$ cat src/verilog/vlsu_nan_macros.svh
`ifndef VLSU_NAN_MACROS_SVH
`define VLSU_NAN_MACROS_SVH

// --------------------------------------------------
// Lane geometry
// --------------------------------------------------
`define VLSU_NAN_LANE_W       128
`define VLSU_NAN_STRB_W       16

// Element counts per width code
`define VLSU_NAN_N_BYTE       16
`define VLSU_NAN_N_HALF       8
`define VLSU_NAN_N_WORD       4
`define VLSU_NAN_N_DWRD       2

// --------------------------------------------------
// Float field sizes
// --------------------------------------------------
`define VLSU_NAN_FP16_EXP     5
`define VLSU_NAN_FP16_MAN     10
`define VLSU_NAN_BF16_EXP     8
`define VLSU_NAN_BF16_MAN     7
`define VLSU_NAN_FP32_EXP     8
`define VLSU_NAN_FP32_MAN     23
`define VLSU_NAN_FP64_EXP     11
`define VLSU_NAN_FP64_MAN     52

// E4M3 NaN is S.1111.111, sign ignored
`define VLSU_NAN_OFP8_MASK_W  7

`endif
$ cat src/verilog/vlsu_nan_pkg.sv
`include "vlsu_nan_macros.svh"

package vlsu_nan_pkg;

  // --------------------------------------------------
  // Lane payload
  // --------------------------------------------------

  // Loaded lane data, element 0 in the low bits
  typedef logic [`VLSU_NAN_LANE_W-1:0] lane_data_t;

  // One strobe bit per byte of the lane
  typedef logic [`VLSU_NAN_STRB_W-1:0] lane_strb_t;

  // --------------------------------------------------
  // Memory element width
  // --------------------------------------------------

  // Encoding follows the mew field of the load
  typedef enum logic [1:0] {
    ELEM_BYTE = 2'd0,
    ELEM_HALF = 2'd1,
    ELEM_WORD = 2'd2,
    ELEM_DWRD = 2'd3
  } elem_width_e;

  // --------------------------------------------------
  // Per-element vectors
  // --------------------------------------------------

  // Used both as NaN flags and as element valid masks
  typedef logic [`VLSU_NAN_N_BYTE-1:0] byte_flags_t;
  typedef logic [`VLSU_NAN_N_HALF-1:0] half_flags_t;
  typedef logic [`VLSU_NAN_N_WORD-1:0] word_flags_t;
  typedef logic [`VLSU_NAN_N_DWRD-1:0] dwrd_flags_t;

endpackage

$ cat src/verilog/vlsu_nan_if.sv
`timescale 1ns/1ps

// --------------------------------------------------
// Decode to classify
// --------------------------------------------------
interface lane_elem_if;

  logic                      vld;
  vlsu_nan_pkg::lane_data_t  data;
  vlsu_nan_pkg::elem_width_e width;

  // Element valid, taken from the strobe of each element's lowest byte
  vlsu_nan_pkg::byte_flags_t byte_vld;
  vlsu_nan_pkg::half_flags_t half_vld;
  vlsu_nan_pkg::word_flags_t word_vld;
  vlsu_nan_pkg::dwrd_flags_t dwrd_vld;

  modport decode_mp (
    output vld, data, width,
    output byte_vld, half_vld, word_vld, dwrd_vld
  );

  modport classify_in_mp (
    input vld, data, width,
    input byte_vld, half_vld, word_vld, dwrd_vld
  );

endinterface

// --------------------------------------------------
// Classify to result
// --------------------------------------------------
interface nan_flag_if;

  logic                      vld;
  vlsu_nan_pkg::elem_width_e width;

  // Masks carried along from decode
  vlsu_nan_pkg::byte_flags_t byte_vld;
  vlsu_nan_pkg::half_flags_t half_vld;
  vlsu_nan_pkg::word_flags_t word_vld;
  vlsu_nan_pkg::dwrd_flags_t dwrd_vld;

  // Raw NaN flags, not yet masked
  vlsu_nan_pkg::byte_flags_t byte_nan;
  vlsu_nan_pkg::half_flags_t half_nan;
  vlsu_nan_pkg::word_flags_t word_nan;
  vlsu_nan_pkg::dwrd_flags_t dwrd_nan;

  modport classify_out_mp (
    output vld, width,
    output byte_vld, half_vld, word_vld, dwrd_vld,
    output byte_nan, half_nan, word_nan, dwrd_nan
  );

  modport result_mp (
    input vld, width,
    input byte_vld, half_vld, word_vld, dwrd_vld,
    input byte_nan, half_nan, word_nan, dwrd_nan
  );

endinterface

$ cat src/verilog/vlsu_nan_classify.sv
`timescale 1ns/1ps

`include "vlsu_nan_macros.svh"

module vlsu_nan_classify (
  input  logic                clk,
  input  logic                reset,
  lane_elem_if.classify_in_mp elem,
  nan_flag_if.classify_out_mp flags
);

  localparam int HALF_W = 1 + `VLSU_NAN_FP16_EXP + `VLSU_NAN_FP16_MAN;
  localparam int WORD_W = 1 + `VLSU_NAN_FP32_EXP + `VLSU_NAN_FP32_MAN;
  localparam int DWRD_W = 1 + `VLSU_NAN_FP64_EXP + `VLSU_NAN_FP64_MAN;

  vlsu_nan_pkg::byte_flags_t byte_nan_c;
  vlsu_nan_pkg::half_flags_t half_nan_c;
  vlsu_nan_pkg::word_flags_t word_nan_c;
  vlsu_nan_pkg::dwrd_flags_t dwrd_nan_c;

  // --------------------------------------------------
  // OFP8 E4M3, 16 bytes
  // --------------------------------------------------
  for (genvar i = 0; i < `VLSU_NAN_N_BYTE; i++) begin : g_byte
    assign byte_nan_c[i] = &elem.data[i*8 +: `VLSU_NAN_OFP8_MASK_W];
  end

  // --------------------------------------------------
  // BF16 or FP16, 8 halves
  // --------------------------------------------------
  for (genvar i = 0; i < `VLSU_NAN_N_HALF; i++) begin : g_half
    logic [HALF_W-1:0] half_w;
    logic              fp16_nan;
    logic              bf16_nan;

    assign half_w = elem.data[i*HALF_W +: HALF_W];

    // Exponent all ones, mantissa nonzero
    assign fp16_nan = (&half_w[`VLSU_NAN_FP16_MAN +: `VLSU_NAN_FP16_EXP])
                    & (|half_w[`VLSU_NAN_FP16_MAN-1:0]);
    assign bf16_nan = (&half_w[`VLSU_NAN_BF16_MAN +: `VLSU_NAN_BF16_EXP])
                    & (|half_w[`VLSU_NAN_BF16_MAN-1:0]);

    // Either reading of the half counts
    assign half_nan_c[i] = fp16_nan | bf16_nan;
  end

  // --------------------------------------------------
  // FP32 words and FP64 doublewords
  // --------------------------------------------------
  for (genvar i = 0; i < `VLSU_NAN_N_WORD; i++) begin : g_word
    logic [WORD_W-1:0] word_w;

    assign word_w        = elem.data[i*WORD_W +: WORD_W];
    assign word_nan_c[i] = (&word_w[`VLSU_NAN_FP32_MAN +: `VLSU_NAN_FP32_EXP])
                         & (|word_w[`VLSU_NAN_FP32_MAN-1:0]);
  end

  for (genvar i = 0; i < `VLSU_NAN_N_DWRD; i++) begin : g_dwrd
    logic [DWRD_W-1:0] dwrd_w;

    assign dwrd_w        = elem.data[i*DWRD_W +: DWRD_W];
    assign dwrd_nan_c[i] = (&dwrd_w[`VLSU_NAN_FP64_MAN +: `VLSU_NAN_FP64_EXP])
                         & (|dwrd_w[`VLSU_NAN_FP64_MAN-1:0]);
  end

  // --------------------------------------------------
  // Stage register
  // --------------------------------------------------
  always_ff @(posedge clk) begin
    if (reset) begin
      flags.vld <= 1'b0;
    end else begin
      flags.vld <= elem.vld;
    end
  end

  always_ff @(posedge clk) begin
    flags.width    <= elem.width;
    flags.byte_vld <= elem.byte_vld;
    flags.half_vld <= elem.half_vld;
    flags.word_vld <= elem.word_vld;
    flags.dwrd_vld <= elem.dwrd_vld;
    flags.byte_nan <= byte_nan_c;
    flags.half_nan <= half_nan_c;
    flags.word_nan <= word_nan_c;
    flags.dwrd_nan <= dwrd_nan_c;
  end

endmodule

$ cat src/flat_wrapper.sv
// flat-port wrapper written by rule: the top's interface ports become plain ports
module vlsu_nan_classify_flat 
  (clk, reset, elem_vld, elem_data, elem_width, elem_byte_vld, elem_half_vld, elem_word_vld, elem_dwrd_vld, flags_vld, flags_width, flags_byte_vld, flags_half_vld, flags_word_vld, flags_dwrd_vld, flags_byte_nan, flags_half_nan, flags_word_nan, flags_dwrd_nan);
  lane_elem_if elem_i ();
  nan_flag_if flags_i ();
  input  logic clk;
  input  logic reset;
  input wire logic [$bits(elem_i.vld)-1:0] elem_vld;
  input wire logic [$bits(elem_i.data)-1:0] elem_data;
  input wire logic [$bits(elem_i.width)-1:0] elem_width;
  input wire logic [$bits(elem_i.byte_vld)-1:0] elem_byte_vld;
  input wire logic [$bits(elem_i.half_vld)-1:0] elem_half_vld;
  input wire logic [$bits(elem_i.word_vld)-1:0] elem_word_vld;
  input wire logic [$bits(elem_i.dwrd_vld)-1:0] elem_dwrd_vld;
  output wire logic [$bits(flags_i.vld)-1:0] flags_vld;
  output wire logic [$bits(flags_i.width)-1:0] flags_width;
  output wire logic [$bits(flags_i.byte_vld)-1:0] flags_byte_vld;
  output wire logic [$bits(flags_i.half_vld)-1:0] flags_half_vld;
  output wire logic [$bits(flags_i.word_vld)-1:0] flags_word_vld;
  output wire logic [$bits(flags_i.dwrd_vld)-1:0] flags_dwrd_vld;
  output wire logic [$bits(flags_i.byte_nan)-1:0] flags_byte_nan;
  output wire logic [$bits(flags_i.half_nan)-1:0] flags_half_nan;
  output wire logic [$bits(flags_i.word_nan)-1:0] flags_word_nan;
  output wire logic [$bits(flags_i.dwrd_nan)-1:0] flags_dwrd_nan;
  assign elem_i.vld = elem_vld;
  assign elem_i.data = elem_data;
  assign elem_i.width = elem_width;
  assign elem_i.byte_vld = elem_byte_vld;
  assign elem_i.half_vld = elem_half_vld;
  assign elem_i.word_vld = elem_word_vld;
  assign elem_i.dwrd_vld = elem_dwrd_vld;
  assign flags_vld = flags_i.vld;
  assign flags_width = flags_i.width;
  assign flags_byte_vld = flags_i.byte_vld;
  assign flags_half_vld = flags_i.half_vld;
  assign flags_word_vld = flags_i.word_vld;
  assign flags_dwrd_vld = flags_i.dwrd_vld;
  assign flags_byte_nan = flags_i.byte_nan;
  assign flags_half_nan = flags_i.half_nan;
  assign flags_word_nan = flags_i.word_nan;
  assign flags_dwrd_nan = flags_i.dwrd_nan;
  vlsu_nan_classify u_core (.clk(clk), .reset(reset), .elem(elem_i), .flags(flags_i));
endmodule
$ cat config.mk
export PLATFORM = sky130hd
export DESIGN_NAME = vlsu_nan_classify_flat
export DESIGN_NICKNAME = d
export VERILOG_FILES = /design/src/verilog/vlsu_nan_pkg.sv /design/src/verilog/vlsu_nan_if.sv /design/src/verilog/vlsu_nan_classify.sv /design/src/flat_wrapper.sv
export VERILOG_INCLUDE_DIRS = /design/src /design/src/verilog
export SDC_FILE = /design/constraint.sdc
export NUM_CORES = 1
export LEC_CHECK = 0
export BUFFER_PORTS_ARGS = -buffer_cell sky130_fd_sc_hd__buf_2
export CAP_MARGIN = 40
export CORE_AREA = 2 2 87 89
export CTS_CLUSTER_DIAMETER = 30
export DETAILED_ROUTE_END_ITERATION = 10
export DIE_AREA = 0 0 89 91
export PLACE_DENSITY = 0.67
export SLEW_MARGIN = 40
export SYNTH_ARGS = -nofsm -noshare
export SYNTH_HDL_FRONTEND = slang
export SYNTH_SLANG_ARGS = --single-unit
$ cat constraint.sdc
create_clock -name clk -period 1.8 [get_ports clk]
set_input_delay 0.09 -clock clk [delete_from_list [all_inputs] [get_ports clk]]
set_output_delay 0.09 -clock clk [all_outputs]
set_load 0.05 [all_outputs]
==> impl_metrics.env, run 1 <==
export IMPL_numPortBuffers=223
export IMPL_fin_setup_tns_ns=0
export IMPL_crit_fanout=2
export IMPL_antenna_found_initial=0
export IMPL_hold_depth=2
export IMPL_synth_edf_count=0
export IMPL_worst_pin_slew_ns=0.370
export IMPL_root_buffer="clkbuf_8"
export IMPL_worstPathArrival_ns=1.95
export IMPL_clk_pin_slew_ns=0.08
export IMPL_fmax_ghz=0.575
export IMPL_synth_top_area_share=0.653
export IMPL_ys_ff_latch=63
export IMPL_clock_path_buffers=2
export IMPL_pwr_share_comb=0.166
export IMPL_grtUsageTotal=0.180
export IMPL_setup_violations=0
export IMPL_p_clk_frac=0.402
export IMPL_ant_nets=0
export IMPL_swShare=0.250
export IMPL_cts_buffers=9
export IMPL_p_leak_nw=1.98
export IMPL_yosysMostFrequentCell="dfxtp_1"
export IMPL_synthFlopType="dfxtp_1"
export IMPL_critPathRequiredTime_ns=2.01
export IMPL_placed_cell_area_um2=3170
export IMPL_die_w_um=89
export IMPL_initial_utilization=0.271
export IMPL_layout_nets=648
export IMPL_critPathTopFamily="buffers and inverters"
export IMPL_netlist_cell_type_count=20
export IMPL_grt_pass1_wl_mm=11.2
export IMPL_hold_violations=0
export IMPL_hpwl_mm=5.53
export IMPL_routed_wl_mm=7.84
export IMPL_n_antenna_cell=0
export IMPL_row_count=31
export IMPL_boundaryPins=226
export IMPL_synth_area_top_cells="dfxtp_1 65%, nor4_1 5.8%, nand3_1 4.7%, nor2_1 3.9%, nand2_1 3.5%"
export IMPL_drv_slew=0
export IMPL_slew_headroom=0.751
export IMPL_clock_sinks=63
export IMPL_grt_max_degree=12
export IMPL_postSynth_asyncResetShare=0
export IMPL_syn_inst=185
export IMPL_place_gp_congestion=0.842
export IMPL_die_area_um2=8100
export IMPL_power_frac_seq=0.432
export IMPL_gr_total_overflow=0
export IMPL_ys_top_cells_by_count="63 x dfxtp_1, 20 x nor2_1, 18 x nand2_1, 18 x nand3_1, 18 x nor4_1"
export IMPL_yosysTopAreaCell="dfxtp_1"
export IMPL_switchingPower_w=0.000838
export IMPL_power_density_nw_per_um2=825
export IMPL_start_kind="input pin"
export IMPL_synth_area_um2=1930
export IMPL_max_stage_delay_ns=0.55
export IMPL_h_tree_depth=3
export IMPL_cpMostUsedCell="dlygate4sd3_1"
export IMPL_drtPass1Iterations=4
export IMPL_route_detailed_drc=0
export IMPL_synth_fp_nets=348
export IMPL_avgSynthCellArea_um2=10.4
export IMPL_period_minus_slack_ns=1.74
export IMPL_fp_coreArea_um2=7140
export IMPL_die_h_um=91
export IMPL_ir_worst_vdd_uv=370
export IMPL_drt_iter0_drc=50
export IMPL_ys_seq_area_frac=0.653
export IMPL_grt_pass1_vias=2548
export IMPL_fillers=647
export IMPL_viasPerCell=4.48
export IMPL_final_area_um2=4060
export IMPL_worst_hold_slack_ns=0.00630
export IMPL_cp_num_cells=6
export IMPL_cts_tree="built"
export IMPL_status="completed"
export IMPL_cp_slowest_cell="dlygate4sd3_1"
export IMPL_vias=2639
export IMPL_ys_warn_count=0
export IMPL_crit_type="input pin to flop"
export IMPL_crit_chain="dlygate4sd3_1 > buf_2 > nand3_1 > dlygate4sd3_1 > nor2_1 > dlygate4sd3_1"
export IMPL_critPathCaptureType="flop"
export IMPL_rsz0062_at_grt="false"
export IMPL_areaGrowthSynthToFinish_pct=110
export IMPL_hold_class="input pin to flop"
export IMPL_fin_crit_sh=0.966
export IMPL_wl_per_cell_um=13.3
export IMPL_drv_cap=0
export IMPL_critical_path_buf_inv_count=4
export IMPL_post_cts_setup_buffers=0
export IMPL_intPower_w=0.00251
export IMPL_drive_above_1_share=0.490
-- stage by stage --
step                      cells  power [W]  worst slack [ns]  utilization
after detailed placement    507    0.00192             0.157        0.444
after CTS                   590    0.00338            0.0181        0.570
after global placement      507    0.00192             0.174        0.444
after global routing        589    0.00350            0.0364        0.569
after floorplan             185    0.00168             0.334            -
final                       589    0.00335            0.0609        0.569
-- cell type report --
cell class / instances / area (um^2) / area share
clock buffers: 11 / 141 / 0.0348
clock inverters: 5 / 81.3 / 0.0200
inverters: 1 / 3.75 / 0.000924
multi-input cells: 121 / 674 / 0.166
flip-flops and latches: 63 / 1260 / 0.310
well taps: 99 / 124 / 0.0305
repair buffers: 289 / 1780 / 0.437
-- power groups by stage --
stage	sequential (W)	clock [W]	combinational [W]
3_3_place_gp	0.00148	0	0.000438
4_1_cts	0.00145	0.00139	0.000549
3_5_place_dp	0.00148	0	0.000445
6_report	0.00145	0.00135	0.000557
2_1_floorplan	0.00164	0	0.0000383
5_1_grt	0.00145	0.00145	0.000592
-- sequential cells by signal (all words and copies together) (netlist names) --
signal / flops
u_core.flags.byte_nan: 16
u_core.flags.byte_vld: 16
u_core.flags.half_nan: 8
u_core.flags.half_vld: 8
u_core.flags.word_nan: 4
u_core.flags.word_vld: 4
u_core.flags.dwrd_nan: 2
u_core.flags.dwrd_vld: 2
u_core.flags.width: 2
u_core.flags.vld: 1
-- worst paths after layout --
kind                     startpoint                        to  slack [ns]
worst max-delay path   elem_data[5]  u_core.flags.byte_nan[0]        0.06
worst min-delay path  elem_data[57]  u_core.flags.half_nan[3]       0.006
-- routing by layer --
metal,GRT usage,up-vias,wire (um)
met5,0,-,0
met4,0.0721,0,163
met3,0.0555,13,633
met2,0.339,133,4180
met1,0.176,1188,2860
li1,-,1305,-
-- cells by family (layout without fill, tap and decap cells) --
kind of cell,after synthesis,after routing,synth area share
flops,63,63,0.653
compound gates,8,8,0.0363
buf+inv,1,306,0.00194
simple gates,113,113,0.309
-- layout by cell type (no fill, tap or decap) --
cell type	Yosys	routed
nor4_1	18	18
nor2_1	20	20
a311oi_1	1	1
a21oi_1	1	1
and4b_1	1	1
or4_1	5	3
nand4_1	9	9
bufinv_16	0	2
clkbuf_1	0	1
o41a_1	1	1
clkbuf_8	0	10
buf_2	0	223
o311a_1	3	3
clkinv_4	0	1
a211oi_1	2	2
and3_1	2	2
nor3b_1	1	1
nor2b_1	1	1
inv_1	1	1
clkinv_2	0	1
clkinvlp_4	0	1
or3_1	2	2
nor3_1	13	13
or4_4	0	2
dlygate4sd3_1	0	66
nand2_1	18	18
nand3_1	18	18
and4_1	5	5
dfxtp_1	63	63
-- repair_timing --
action / 4_1_cts / 5_1_grt
endpoints found under the hold margin: 50 / 0
hold buffers: 67 / 0
gates resized for setup: 0 / 2
endpoints found under the setup margin: 0 / 1
Note: power is estimated with default switching activity, not from simulation.
==> inputs of run 2 (changes only) <==
CORE_AREA = 2 2 88 90   (was 2 2 87 89)
CTS_BUF_LIST = sky130_fd_sc_hd__clkbuf_8   (was unset)
DIE_AREA = 0 0 90 92   (was 0 0 89 91)
PLACE_DENSITY = 0.65   (was 0.67)
==> impl_metrics.env, run 2 (synthesized netlist as in run 1, its figures left out) <==
export IMPL_wl_per_cell_um=13.1
export IMPL_clock_path_buffers=2
export IMPL_worstHoldStart="elem_data[119]"
export IMPL_layout_commonest_cell="buf_2"
export IMPL_p_leak_nw=1.98
export IMPL_drv_cap=0
export IMPL_crit_fanout=2
export IMPL_cts_buffers=9
export IMPL_vias=2626
export IMPL_critical_path_buf_inv_count=4
export IMPL_final_util=0.544
export IMPL_drtPass1Iterations=4
export IMPL_route_detailed_drc=0
export IMPL_slew_headroom=0.704
export IMPL_initial_utilization=0.259
export IMPL_drive_above_1_share=0.489
export IMPL_die_w_um=90
export IMPL_clk_pin_slew_ns=0.08
export IMPL_n_antenna_cell=0
export IMPL_cts_tree="built"
export IMPL_setup_violations=0
export IMPL_routed_wl_mm=7.73
export IMPL_clock_sinks=63
export IMPL_fp_coreArea_um2=7450
export IMPL_fillers=681
export IMPL_wl_met1_mm=2.96
export IMPL_post_cts_setup_buffers=0
export IMPL_die_area_um2=8280
export IMPL_rsz0062_at_grt="false"
export IMPL_numPortBuffers=223
export IMPL_boundaryPins=226
export IMPL_die_h_um=92
export IMPL_worst_pin_slew_ns=0.439
export IMPL_crit_type="input pin to flop"
export IMPL_place_gp_congestion=0.846
export IMPL_layout_nets=647
export IMPL_status="completed"
export IMPL_hpwl_mm=5.50
export IMPL_grtUsageTotal=0.182
export IMPL_fin_setup_tns_ns=0
export IMPL_critPathTopFamily="buffers and inverters"
export IMPL_power_density_nw_per_um2=836
export IMPL_cpMostUsedCell="dlygate4sd3_1"
export IMPL_start_kind="input pin"
export IMPL_grt_pass1_wl_mm=12.1
export IMPL_antenna_found_initial=0
export IMPL_viasPerCell=4.44
export IMPL_cp_startpoint="elem_data[49]"
export IMPL_wl_met3_um=488
export IMPL_layout_top_registers="u_core.flags.byte_nan (16), u_core.flags.byte_vld (16)"
export IMPL_final_cell_mix="223 x buf_2, 65 x dlygate4sd3_1, 63 x dfxtp_1, 20 x nor2_1"
export IMPL_max_stage_delay_ns=0.57
export IMPL_seq_area_um2=1260
export IMPL_ant_nets=0
export IMPL_hold_violations=0
export IMPL_multiInputGateArea_um2=667
export IMPL_cp_slowest_cell="dlygate4sd3_1"
export IMPL_areaGrowthSynthToFinish_pct=110
export IMPL_critPathCaptureType="flop"
export IMPL_wl_met2_mm=4.17
export IMPL_root_buffer="clkbuf_8"
export IMPL_grt_pass1_vias=2655
export IMPL_ir_worst_vdd_uv=425
export IMPL_row_count=32
export IMPL_drt_iter0_drc=57
export IMPL_gr_total_overflow=0
export IMPL_period_minus_slack_ns=1.76
export IMPL_grt_max_degree=14
export IMPL_fmax_ghz=0.567
export IMPL_critPathRequiredTime_ns=2.02
export IMPL_h_tree_depth=3
export IMPL_crit_chain="buf_2 > dlygate4sd3_1 > nand4_1 > dlygate4sd3_1 > nor2_1 > dlygate4sd3_1"
export IMPL_drv_slew=0
export IMPL_worstPathArrival_ns=1.98
export IMPL_highest_layer="met4"
export IMPL_fin_crit_sh=0.979
export IMPL_hold_class="input pin to flop"
==> run 2: cell types whose count changed in the layout (fill, tap and decap cells not counted), sizes merged <==
cell         change
inv              +4
clkbuf           -2
clkinv           -1
clkinvlp         -1
dlygate4sd3      -1
==> run 2: through the flow <==
step	hold slack [ns]	cells	setup slack (ns)	cell area, um^2	power (W)
finish	0.0246	591	0.0377	4050	0.00338
global route	0.00906	591	0.00275	4050	0.00354
CTS	0.00420	591	0.120	4050	0.00343
detailed placement	0.194	510	0.127	3180	0.00193
global placement	0.193	510	0.166	3180	0.00192
floorplan	0.118	185	0.334	1930	0.00168
==> run 2: worst paths after layout <==
path                                        to  slack (ns)  cells past startpoint
worst max-delay path  u_core.flags.byte_nan[6]        0.04                      6
worst min-delay path  u_core.flags.dwrd_nan[1]        0.02                      3
==> run 2: timing repair <==
item / 4_1_cts / 5_1_grt
endpoints found under the hold margin: 49 / 0
endpoints found under the setup margin: 0 / 1
hold buffers: 65 / 0
resized for setup: 0 / 0
==> run 2: layer usage <==
layer	vias to the layer above	global-route usage
met4	0	0.0667
met1	1189	0.196
met2	130	0.337
met5	-	0
li1	1296	-
met3	11	0.0526
==> run 2: cell type report <==
class                           instances  share of cell area
Timing Repair Buffer                  288               0.436
Sequential cell                        63               0.311
Multi-Input combinational cell        121               0.165
Tap cell                              102              0.0315
Clock buffer                            9              0.0306
Clock inverter                          7              0.0247
Inverter                                1            0.000927
==> run 2: power breakdown <==
part / switching (W) / total, W / internal [W]
sequential: 0.0000107 / 0.00145 / 0.00144
clock: 0.000584 / 0.00138 / 0.000797
combinational: 0.000301 / 0.000555 / 0.000254
total: 0.000896 / 0.00338 / 0.00249
==> inputs of run 3 (changes only) <==
HOLD_SLACK_MARGIN = 0.06   (was unset)
==> impl_metrics.env, run 3 <==
export IMPL_synth_area_um2=1930
export IMPL_synth_edf_count=0
export IMPL_ys_seq_area_frac=0.653
export IMPL_ys_top_cells_by_count="63 x dfxtp_1, 20 x nor2_1, 18 x nand2_1, 18 x nand3_1, 18 x nor4_1"
export IMPL_numPortBuffers=223
export IMPL_firstError="[ERROR RSZ-0060] Max buffer count reached."
export IMPL_haltStage="4_1_cts"
export IMPL_syn_inst=185
export IMPL_boundaryPins=226
export IMPL_hpwl_mm=5.50
export IMPL_row_count=32
export IMPL_cts_hold_buf=106
export IMPL_h_tree_depth=3
export IMPL_post_cts_setup_buffers=0
export IMPL_synth_top_area_share=0.653
export IMPL_netlist_cell_type_count=20
export IMPL_postSynth_asyncResetShare=0
export IMPL_clock_sinks=63
export IMPL_die_w_um=90
export IMPL_yosysMostFrequentCell="dfxtp_1"
export IMPL_initial_utilization=0.259
export IMPL_place_gp_congestion=0.846
export IMPL_place_ws_ns=0.127
export IMPL_synth_fp_nets=348
export IMPL_synth_area_top_cells="dfxtp_1 65%, nor4_1 5.8%, nand3_1 4.7%, nor2_1 3.9%, nand2_1 3.5%"
export IMPL_ys_warn_count=0
export IMPL_die_h_um=92
export IMPL_ys_ff_latch=63
export IMPL_status="stopped before the end"
export IMPL_root_buffer="clkbuf_8"
export IMPL_cts_buffers=9
export IMPL_yosysTopAreaCell="dfxtp_1"
export IMPL_cts_repair_resized=0
export IMPL_clock_path_buffers=2
export IMPL_synthFlopType="dfxtp_1"
export IMPL_avgSynthCellArea_um2=10.4
==> run 3: cell counts after synthesis <==
No cell type changed its count.
==> run 3: kinds of logic after synthesis <==
kind of cell / share of synthesized area
AOI/OAI and AO/OA: 0.0363
DFF: 0.653
buffers and inverters: 0.00194
and+or+nand+nor: 0.309
==> run 3: metrics by stage <==
| step | utilization | hold slack [ns] | std cells | area [um^2] |
|---|---|---|---|---|
| after global placement | 0.426 | 0.193 | 510 | 3180 |
| after detailed placement | 0.426 | 0.194 | 510 | 3180 |
| after floorplan | - | 0.118 | 185 | 1930 |
==> inputs of run 4 (changes only) <==
CORE_AREA = 2 2 87 89   (was 2 2 88 90)
CTS_BUF_LIST = unset   (was sky130_fd_sc_hd__clkbuf_8)
CTS_CLUSTER_DIAMETER = unset   (was 30)
DIE_AREA = 0 0 89 91   (was 0 0 90 92)
HOLD_SLACK_MARGIN = unset   (was 0.06)
PLACE_DENSITY = unset   (was 0.65)
PLACE_DENSITY_LB_ADDON = 0.15   (was unset)
==> impl_metrics.env, run 4 (synthesized netlist as in run 1, its figures left out) <==
export IMPL_drtPass1Iterations=4
export IMPL_root_buffer="clkbuf_8"
export IMPL_finalNonFillerCells=588
export IMPL_fin_crit_sh=0.960
export IMPL_critPathTopFamily="buffers and inverters"
export IMPL_clock_path_buffers=2
export IMPL_fmax_ghz=0.579
export IMPL_route_detailed_drc=0
export IMPL_hold_violations=0
export IMPL_drt_iter0_drc=45
export IMPL_cpMostUsedCell="dlygate4sd3_1"
export IMPL_vias=2574
export IMPL_worst_pin_slew_ns=0.507
export IMPL_crit_fanout=2
export IMPL_status="completed"
export IMPL_wl_per_cell_um=12.3
export IMPL_crit_type="input pin to flop"
export IMPL_crit_chain="dlygate4sd3_1 > buf_2 > nand3_1 > dlygate4sd3_1 > nor2_1 > dlygate4sd3_1"
export IMPL_viasPerCell=4.38
export IMPL_die_area_um2=8100
export IMPL_gr_total_overflow=0
export IMPL_cts_buffers=9
export IMPL_setup_violations=0
export IMPL_n_antenna_cell=0
export IMPL_p_leak_nw=1.95
export IMPL_fp_coreArea_um2=7140
export IMPL_cts_hold_buf=65
export IMPL_fillers=700
export IMPL_max_stage_delay_ns=0.55
export IMPL_initial_utilization=0.271
export IMPL_die_h_um=91
export IMPL_power_density_nw_per_um2=766
export IMPL_clk_pin_slew_ns=0.07
export IMPL_boundaryPins=226
export IMPL_slew_headroom=0.659
export IMPL_hpwl_mm=5.44
export IMPL_layout_commonest_cell="buf_2"
export IMPL_critPathCaptureType="flop"
export IMPL_worst_slack_ns=0.0717
export IMPL_hold_class="input pin to flop"
export IMPL_ant_nets=0
export IMPL_final_cell_mix="223 x buf_2, 65 x dlygate4sd3_1, 63 x dfxtp_1, 20 x nor2_1"
export IMPL_rsz0062_at_grt="false"
export IMPL_switchingPower_w=0.000865
export IMPL_die_w_um=89
export IMPL_pwr_share_comb=0.180
export IMPL_cp_endpoint="u_core.flags.byte_nan[10]"
export IMPL_cp_num_cells=6
export IMPL_final_area_um2=4000
export IMPL_worstPathArrival_ns=1.95
export IMPL_swShare=0.283
export IMPL_final_util=0.560
export IMPL_cts_tree="built"
export IMPL_ir_worst_vdd_uv=352
export IMPL_cp_slowest_cell="dlygate4sd3_1"
export IMPL_drv_slew=0
export IMPL_row_count=31
export IMPL_drv_cap=0
export IMPL_place_gp_congestion=0.866
export IMPL_fin_setup_tns_ns=0
export IMPL_layout_nets=647
export IMPL_grt_max_degree=13
export IMPL_antenna_found_initial=0
export IMPL_place_ws_ns=0.137
export IMPL_grt_pass1_wl_mm=10.7
export IMPL_power_frac_seq=0.473
export IMPL_post_cts_setup_buffers=0
export IMPL_drive_above_1_share=0.489
export IMPL_cts_repair_resized=0
export IMPL_layout_top_registers="u_core.flags.byte_nan (16), u_core.flags.byte_vld (16)"
export IMPL_start_kind="input pin"
export IMPL_critPathRequiredTime_ns=2.02
export IMPL_clock_sinks=63
export IMPL_placed_cells=507
export IMPL_intPower_w=0.00220
export IMPL_numPortBuffers=223
export IMPL_h_tree_depth=3
export IMPL_p_clk_frac=0.347
export IMPL_critical_path_buf_inv_count=4
export IMPL_placed_cell_area_um2=3170
export IMPL_areaGrowthSynthToFinish_pct=107
export IMPL_period_minus_slack_ns=1.73
export IMPL_grtUsageTotal=0.171
export IMPL_cp_startpoint="elem_data[81]"
export IMPL_grt_pass1_vias=2486
export IMPL_routed_wl_mm=7.26
==> run 4: cell type report <==
| type | count | area, um^2 | share of cell area |
|---|---|---|---|
| well taps | 99 | 124 | 0.0310 |
| clock inverters | 7 | 48.8 | 0.0122 |
| inverters | 1 | 3.75 | 0.000940 |
| flip-flops and latches | 63 | 1260 | 0.316 |
| clock buffers | 9 | 124 | 0.0310 |
| multi-input cells | 121 | 667 | 0.167 |
| repair buffers | 288 | 1770 | 0.442 |
==> run 4: power groups by stage <==
stage	logic, W	registers [W]	clock network, W
floorplan	0.0000383	0.00164	0
finish	0.000550	0.00145	0.00106
global route	0.000591	0.00145	0.00118
detailed placement	0.000445	0.00148	0
CTS	0.000547	0.00145	0.00111
global placement	0.000439	0.00148	0
==> run 4: worst min-delay path, cell delays in order <==
cell and delay [ns]:
buf_2 0.11, nand4_1 0.07, nor2_1 0.04
==> run 4: worst min path at each step <==
stage / startpoint / to / slack [ns] / depth (start not counted)
finish: elem_data[49] / u_core.flags.byte_nan[6] / 0.02 / 3
global route: elem_data[17] / u_core.flags.byte_nan[2] / 0.01 / 3
CTS: elem_data[66] / u_core.flags.byte_nan[8] / 0.005 / 3
detailed placement: elem_half_vld[4] / u_core.flags.half_vld[4] / 0.19 / 1
global placement: elem_byte_vld[1] / u_core.flags.byte_vld[1] / 0.19 / 1
floorplan: elem_byte_vld[0] / u_core.flags.byte_vld[0] / 0.12 / 0
==> run 4: metrics by stage <==
step           total power, W  hold WS, ns
6_report              0.00306       0.0242
5_1_grt               0.00322       0.0110
4_1_cts               0.00310      0.00501
3_5_place_dp          0.00192        0.194
3_3_place_gp          0.00192        0.192
2_1_floorplan         0.00168        0.118
==> run 4: layer usage <==
metal	global-route usage	wire, um
met1	0.177	2690
met4	0.0908	187
met3	0.0491	625
met2	0.303	3750
met5	0	0
